File: config.mk
export PLATFORM = sky130hd
export DESIGN_NAME = fc_layer_top
export DESIGN_NICKNAME = d
export VERILOG_FILES = /design/src/hw/fc_ctrl_pkg.sv /design/src/hw/fc_data_pkg.sv /design/src/hw/fc_phase_fsm.sv /design/src/hw/fc_step_counter.sv /design/src/hw/fc_mac_core.sv /design/src/hw/fc_layer_top.sv
export VERILOG_INCLUDE_DIRS = /design/src /design/src/include
export SDC_FILE = /design/constraint.sdc
export NUM_CORES = 2
export LEC_CHECK = 0
export BUFFER_PORTS_ARGS = -buffer_cell sky130_fd_sc_hd__buf_2
export CAP_MARGIN = 20
export CORE_UTILIZATION = 55
export CTS_BUF_LIST = sky130_fd_sc_hd__clkbuf_16
export DETAILED_ROUTE_END_ITERATION = 7
export GPL_ROUTABILITY_DRIVEN = 0
export GPL_TIMING_DRIVEN = 0
export PLACE_DENSITY = 0.76
export SYNTH_ARGS = -nofsm -noshare
export SYNTH_HDL_FRONTEND = slang
export SYNTH_SLANG_ARGS = --single-unit
export TNS_END_PERCENT = 1
File: constraint.sdc
create_clock -name clk -period 5 [get_ports clk]
set_input_delay 1 -clock clk [delete_from_list [all_inputs] [get_ports clk]]
set_output_delay 1 -clock clk [all_outputs]
set_load 0.05 [all_outputs]
File: src/include/fc_params.svh
`ifndef FC_PARAMS_SVH
`define FC_PARAMS_SVH

// Node and weight word width
`define FC_DATA_W 8

// Accumulator and result width
`define FC_ACC_W 32

// Word address into the node and weight memories
`define FC_ADDR_W 12

// Vector length and step index
`define FC_CNT_W 12

// Number of parallel MAC lanes, one weight memory each
`define FC_NUM_CORE 4

`endif

File: src/hw/fc_ctrl_pkg.sv
`include "fc_params.svh"

package fc_ctrl_pkg;

	// Phase state, shared by the read and write sides
	typedef enum logic [1:0] {
		PH_IDLE = 2'b00,
		PH_RUN  = 2'b01,
		PH_DONE = 2'b10
	} phase_state_t;

	// Vector length and step index
	typedef logic [`FC_CNT_W-1:0] cnt_t;

	// Memory word address
	typedef logic [`FC_ADDR_W-1:0] addr_t;

	// One read request, shared by node and weight memories
	typedef struct packed {
		addr_t addr;
		logic  ce;     // Chip enable
	} mem_req_t;

endpackage

File: src/hw/fc_data_pkg.sv
`include "fc_params.svh"

package fc_data_pkg;

	// Signed node or weight word
	typedef logic signed [`FC_DATA_W-1:0] data_t;

	// Signed accumulator, also the result width
	typedef logic signed [`FC_ACC_W-1:0] acc_t;

	// One weight word per lane, lane k at index k
	typedef data_t [`FC_NUM_CORE-1:0] weight_vec_t;

	// One accumulated result per lane
	typedef acc_t [`FC_NUM_CORE-1:0] result_vec_t;

endpackage

File: src/hw/fc_phase_fsm.sv
`timescale 1ns/1ps
`include "fc_params.svh"

module fc_phase_fsm (
	input  logic                      clk,
	input  logic                      reset_n,
	input  logic                      i_start,  // Run pulse, only seen in idle
	input  logic                      i_last,   // Last step of this phase
	output fc_ctrl_pkg::phase_state_t o_state,
	output logic                      o_active
);

	fc_ctrl_pkg::phase_state_t state;
	fc_ctrl_pkg::phase_state_t state_nxt;

	always_ff @(posedge clk or negedge reset_n) begin
		if (!reset_n) begin
			state <= fc_ctrl_pkg::PH_IDLE;
		end else begin
			state <= state_nxt;
		end
	end

	// Idle -> run -> done -> idle
	always_comb begin
		state_nxt = state;
		case (state)
			fc_ctrl_pkg::PH_IDLE: begin
				if (i_start) begin
					state_nxt = fc_ctrl_pkg::PH_RUN;
				end
			end
			fc_ctrl_pkg::PH_RUN: begin
				if (i_last) begin
					state_nxt = fc_ctrl_pkg::PH_DONE;
				end
			end
			fc_ctrl_pkg::PH_DONE: begin
				state_nxt = fc_ctrl_pkg::PH_IDLE; // Done lasts one cycle
			end
			default: begin
				state_nxt = fc_ctrl_pkg::PH_IDLE; // Unused encoding
			end
		endcase
	end

	assign o_state  = state;
	assign o_active = (state == fc_ctrl_pkg::PH_RUN);

endmodule

File: src/hw/fc_step_counter.sv
`timescale 1ns/1ps
`include "fc_params.svh"

module fc_step_counter (
	input  logic              clk,
	input  logic              reset_n,
	input  logic              i_start,    // Capture length
	input  fc_ctrl_pkg::cnt_t i_num_cnt,  // Vector length, at least 1
	input  logic              i_en,       // One step this cycle
	output fc_ctrl_pkg::cnt_t o_cnt,
	output logic              o_last
);

	fc_ctrl_pkg::cnt_t num_cnt;  // Captured length
	fc_ctrl_pkg::cnt_t step_cnt;

	// Length register, cleared once the phase has used it
	always_ff @(posedge clk or negedge reset_n) begin
		if (!reset_n) begin
			num_cnt <= '0;
		end else if (i_start) begin
			num_cnt <= i_num_cnt;
		end else if (o_last) begin
			num_cnt <= '0;
		end
	end

	// Enabled steps from zero, wrapping after the last one
	always_ff @(posedge clk or negedge reset_n) begin
		if (!reset_n) begin
			step_cnt <= '0;
		end else if (i_start || o_last) begin
			step_cnt <= '0;
		end else if (i_en) begin
			step_cnt <= step_cnt + fc_ctrl_pkg::cnt_t'(1);
		end
	end

	// Combinational so the fsm leaves run on the next edge
	assign o_last = i_en && (step_cnt == num_cnt - fc_ctrl_pkg::cnt_t'(1));
	assign o_cnt  = step_cnt;

endmodule

File: src/hw/fc_mac_core.sv
`timescale 1ns/1ps
`include "fc_params.svh"

module fc_mac_core (
	input  logic               clk,
	input  logic               reset_n,
	input  logic               i_clear,   // Start of a new vector
	input  logic               i_valid,   // Node and weight words present
	input  fc_data_pkg::data_t i_node,
	input  fc_data_pkg::data_t i_weight,
	output fc_data_pkg::acc_t  o_acc,
	output logic               o_valid
);

	logic signed [2*`FC_DATA_W-1:0] prod;  // Full precision product
	fc_data_pkg::acc_t              acc;
	logic                           valid_q;

	assign prod = i_node * i_weight;

	// Running sum, wraps at the accumulator width
	always_ff @(posedge clk or negedge reset_n) begin
		if (!reset_n) begin
			acc <= '0;
		end else if (i_clear) begin
			acc <= '0;
		end else if (i_valid) begin
			acc <= acc + fc_data_pkg::acc_t'(prod); // Sign extended
		end
	end

	// One cycle from input valid to output valid
	always_ff @(posedge clk or negedge reset_n) begin
		if (!reset_n) begin
			valid_q <= 1'b0;
		end else begin
			valid_q <= i_valid;
		end
	end

	assign o_acc   = acc;
	assign o_valid = valid_q;

endmodule

File: src/hw/fc_layer_top.sv
`timescale 1ns/1ps
`include "fc_params.svh"

module fc_layer_top (
	input  logic                     clk,
	input  logic                     reset_n,
	input  logic                     i_run,      // One-cycle pulse while idle
	input  fc_ctrl_pkg::cnt_t        i_num_cnt,  // Vector length N
	input  fc_data_pkg::data_t       i_node,     // Node memory read data
	input  fc_data_pkg::weight_vec_t i_weights,  // Weight memory read data
	output logic                     o_idle,
	output logic                     o_read,
	output logic                     o_write,
	output logic                     o_done,
	output fc_ctrl_pkg::mem_req_t    o_mem_req,
	output fc_data_pkg::result_vec_t o_results
);

	fc_ctrl_pkg::phase_state_t read_state;
	fc_ctrl_pkg::phase_state_t write_state;
	logic                      read_active;
	logic                      write_active;
	logic                      read_last;
	logic                      write_last;
	fc_ctrl_pkg::cnt_t         read_cnt;
	logic                      lane_in_valid;
	logic [`FC_NUM_CORE-1:0]   lane_valid;
	logic                      all_valid;

	// Read phase, one address per cycle
	fc_phase_fsm u_read_fsm (
		.clk      (clk),
		.reset_n  (reset_n),
		.i_start  (i_run),
		.i_last   (read_last),
		.o_state  (read_state),
		.o_active (read_active)
	);

	fc_step_counter u_read_cnt (
		.clk       (clk),
		.reset_n   (reset_n),
		.i_start   (i_run),
		.i_num_cnt (i_num_cnt),
		.i_en      (read_active),
		.o_cnt     (read_cnt),
		.o_last    (read_last)
	);

	// Write phase counts results that all lanes have produced
	fc_phase_fsm u_write_fsm (
		.clk      (clk),
		.reset_n  (reset_n),
		.i_start  (i_run),
		.i_last   (write_last),
		.o_state  (write_state),
		.o_active (write_active)
	);

	fc_step_counter u_write_cnt (
		.clk       (clk),
		.reset_n   (reset_n),
		.i_start   (i_run),
		.i_num_cnt (i_num_cnt),
		.i_en      (all_valid),
		.o_cnt     (),           // Only the last flag is needed here
		.o_last    (write_last)
	);

	// Shared request for the node and all weight memories
	assign o_mem_req.addr = fc_ctrl_pkg::addr_t'(read_cnt);
	assign o_mem_req.ce   = read_active;

	// Memory answers one cycle after the request
	always_ff @(posedge clk or negedge reset_n) begin
		if (!reset_n) begin
			lane_in_valid <= 1'b0;
		end else begin
			lane_in_valid <= read_active;
		end
	end

	// Each lane sees the same node word and its own weight word
	for (genvar g = 0; g < `FC_NUM_CORE; g++) begin : g_lane
		fc_mac_core u_mac_core (
			.clk      (clk),
			.reset_n  (reset_n),
			.i_clear  (i_run),
			.i_valid  (lane_in_valid),
			.i_node   (i_node),
			.i_weight (i_weights[g]),
			.o_acc    (o_results[g]),
			.o_valid  (lane_valid[g])
		);
	end

	assign all_valid = &lane_valid;

	// Status
	assign o_idle  = (read_state == fc_ctrl_pkg::PH_IDLE) &&
	                 (write_state == fc_ctrl_pkg::PH_IDLE);
	assign o_read  = read_active;
	assign o_write = write_active;
	assign o_done  = (write_state == fc_ctrl_pkg::PH_DONE); // Write side ends last

endmodule

==> results.toml <==
[critical_path]
critical_path.max_fanout = 7
cp-start-kind = "primary input"
critical_path_class = "primary input to flop"
cp-end-kind = "flop"
worst_ep_required_time_ns = 5.41
critPathArrivalTime_ns = 6.28

[synth]
seq_area_frac_synth_pct = 15.4
yosys.area.top_type = "fa_1"
synth_most_common_cell = "fa_1"
ys_ff_latch = 182
syn_inst = 2936
synth_cell_type_count = 74
synthArstFlopShare_pct = 100
synthTopCellsByArea = "fa_1 (37%), dfrtp_1 (15%), ha_1 (12%)"
syn_area_per_cell_um2 = 10.1
synth_area_mm2 = 0.0295
synth_warnings = 0
netlist.area_leader.share_pct = 36.9
synth-edff-count = 0
syn-num-nets = 3819
ys.flop_type = "dfrtp_1"
synth_top_cells_by_count = "fa_1 (544), inv_1 (397), ha_1 (284)"

[sta]
hold_viol_final = 0
setup_violations = 77
fin_crit_sh_pct = 118
rsz0062_at_grt = "yes"
fmaxAchievable_mhz = 170
slew_viol_final = 0
worst_slew_margin_rel_pct = 16.9
tightest_slew_ns = 1.25
fin_worst_skew_ns = 0.0170
period_needed_ns = 5.88
whs_ns = 0.396
fin_ws_ns = -0.877

[status]
violations = "DRC, setup timing"
status = "complete, but fails checks"

[floorplanning]
die_x_um = 234
core.rowCount = 84
ioPinCount = 200
floorplan.initialDensity_pct = 56.0
die_h_um = 234
coreArea_mm2 = 0.0528
dieArea_mm2 = 0.0546

[cts]
tritoncts = "yes"
clock_latency_ns = 0.53
clk_pin_slew_ns = 0.09
htree_levels = 4
cts_buffers = 17
cts_root_buf = "clkbuf_16"
clock_path_buffers = 2
cts.sinks = 182

[layout]
areaGrowthSynthToFinish_pct = 17.9
regArea_mm2 = 0.00455
finish.net_count = 4125
drive_above_1_share_pct = 18.3
fill_cells = 3961
multi_input_area_mm2 = 0.0246

[grt]
antenna_found_initial = 12
grt_first_pass_wirelength_um = 139000
grt_overflow = 0
grt_max_degree = 96
grt_pass1_vias = 25500
grt_usage_pct = 33.7

[detailed_routing]
drc = 44
via_per_inst = 6.03
drtAntennaViolNets = 0
routedWlPerCell_um = 22.3
via_count = 23800
drt_pass1_iterations = 7
drtIter0Drc = 1777
wirelength_um = 88300

[placement]
place_hpwl_um = 65000
port_buffers = 195

[worst_hold_path]
hold_path.class = "flop to flop"

[run]
drv_cap = 0
-- metal layers --
layer	up-vias	share of wire (%)	GRT usage, %
met5	-	0.050	0
met4	8	4.6	16.3
met3	218	9.2	8.12
met2	1101	48	54.3
met1	12200	38	42.9
li1	10300	-	-
-- through the flow --
step	cell area [µm²]	setup slack, ns	std cells	TNS (ns)	utilization (%)
after floorplan	29900	-0.956	2936	-59.75	-
final	34800	-0.877	3953	-33.06	66.0
after global routing	34800	-0.940	3946	-43.62	65.9
after global placement	31700	-1.99	3819	-202.51	60.1
after detailed placement	31800	-2.10	3823	-145.30	60.3
after CTS	34200	-0.684	3937	-28.03	64.9
-- cells by family after synthesis --
| logic type | share of synthesized area (%) |
|---|---|
| AOI/OAI and AO/OA | 10.6 |
| xor gates and xnor gates | 4.38 |
| adders and majority gates | 48.9 |
| buffers and inverters | 6.40 |
| DFF | 15.4 |
| muxes | 1.80 |
| and+or+nand+nor | 12.5 |
-- cell type report --
| cell class | count | share of cell area, % |
|---|---|---|
| diodes | 10 | 0.0719 |
| clock buffers | 17 | 1.22 |
| repair buffers | 289 | 5.65 |
| well taps | 688 | 2.47 |
| plain buffers | 86 | 1.74 |
| clock inverters | 15 | 0.546 |
| multi-input cells | 2264 | 70.7 |
| flip-flops and latches | 182 | 13.1 |
| inverters | 402 | 4.48 |
-- flip-flops by register name, indices dropped and copies added, names as in the netlist --
register,cells
g_lane.u_mac_core.o_acc,128
u_read_cnt.num_cnt,12
u_read_cnt.o_cnt,12
u_write_cnt.num_cnt,12
u_write_cnt.o_cnt,12
u_read_fsm.o_state,2
u_write_fsm.o_state,2
g_lane.u_mac_core.o_valid,1
lane_in_valid,1
-- worst max-delay path, cell delays in order --
cell	delay [ns]
buf_12	0.11
clkbuf_16	0.17
buf_12	0.14
and2_4	0.18
buf_12	0.15
fa_1	0.57
inv_2	0.06
fa_1	0.49
fa_1	0.58
inv_2	0.04
fa_1	0.48
ha_4	0.30
ha_4	0.21
a21o_1	0.20
nand4b_1	0.22
a311oi_2	0.34
a21oi_1	0.11
a31oi_2	0.24
nor3_1	0.09
or3_1	0.32
a32o_1	0.27
-- placed cells by master, fill, tap and decap left out, types with 12 or more instances in the layout --
master / count
mux2i_1: 52
or3_1: 12
nand3_1: 37
a21oi_1: 85
a22o_1: 24
o211ai_1: 16
clkbuf_16: 24
and2_4: 14
ha_2: 18
o21ai_0: 75
ha_1: 214
a211oi_1: 20
inv_1: 381
dfrtp_1: 182
fa_2: 18
nand2_1: 217
buf_2: 195
clkbuf_1: 36
and2_1: 126
o21ai_1: 21
clkinvlp_4: 13
a21o_1: 51
o21bai_1: 19
xor2_1: 52
ha_4: 52
a31oi_1: 14
xnor2_1: 89
a21oi_2: 20
o21a_1: 18
nor2_1: 186
buf_4: 77
nand4_1: 20
fa_1: 526
and3_1: 17
nor3_1: 21
nand2b_1: 24
-- final timing paths --
kind                                                                 from                                    endpoint  slack [ns]  cells after the start
worst max-delay path                                            i_node[7]  g_lane[2].u_mac_core.o_acc[22]$_DFFE_PN0P_       -0.88                     21
worst min-delay path                              lane_in_valid$_DFF_PN0_      g_lane[3].u_mac_core.o_valid$_DFF_PN0_        0.40                      0
worst max register to register  g_lane[3].u_mac_core.o_acc[6]$_DFFE_PN0P_  g_lane[3].u_mac_core.o_acc[24]$_DFFE_PN0P_       -0.23                     18
worst min register to register                    lane_in_valid$_DFF_PN0_      g_lane[3].u_mac_core.o_valid$_DFF_PN0_        0.40                      0
max in group asynchronous                                         reset_n   g_lane[2].u_mac_core.o_acc[5]$_DFFE_PN0P_        3.53                      2
min in group asynchronous                                         reset_n           u_write_cnt.o_cnt[10]$_DFFE_PN0P_        0.47                      1
-- timing repair --
item	4_1_cts	5_1_grt
resized for setup	214	109
pin swaps	68	48
endpoints found under the setup margin	98	91
setup buffers	80	4
hold buffers	0	0
gates cloned	13	0
Power is left out: the tool's default activity adds up to more than one toggle a clock period on the data nets, which glitch-free logic cannot reach.
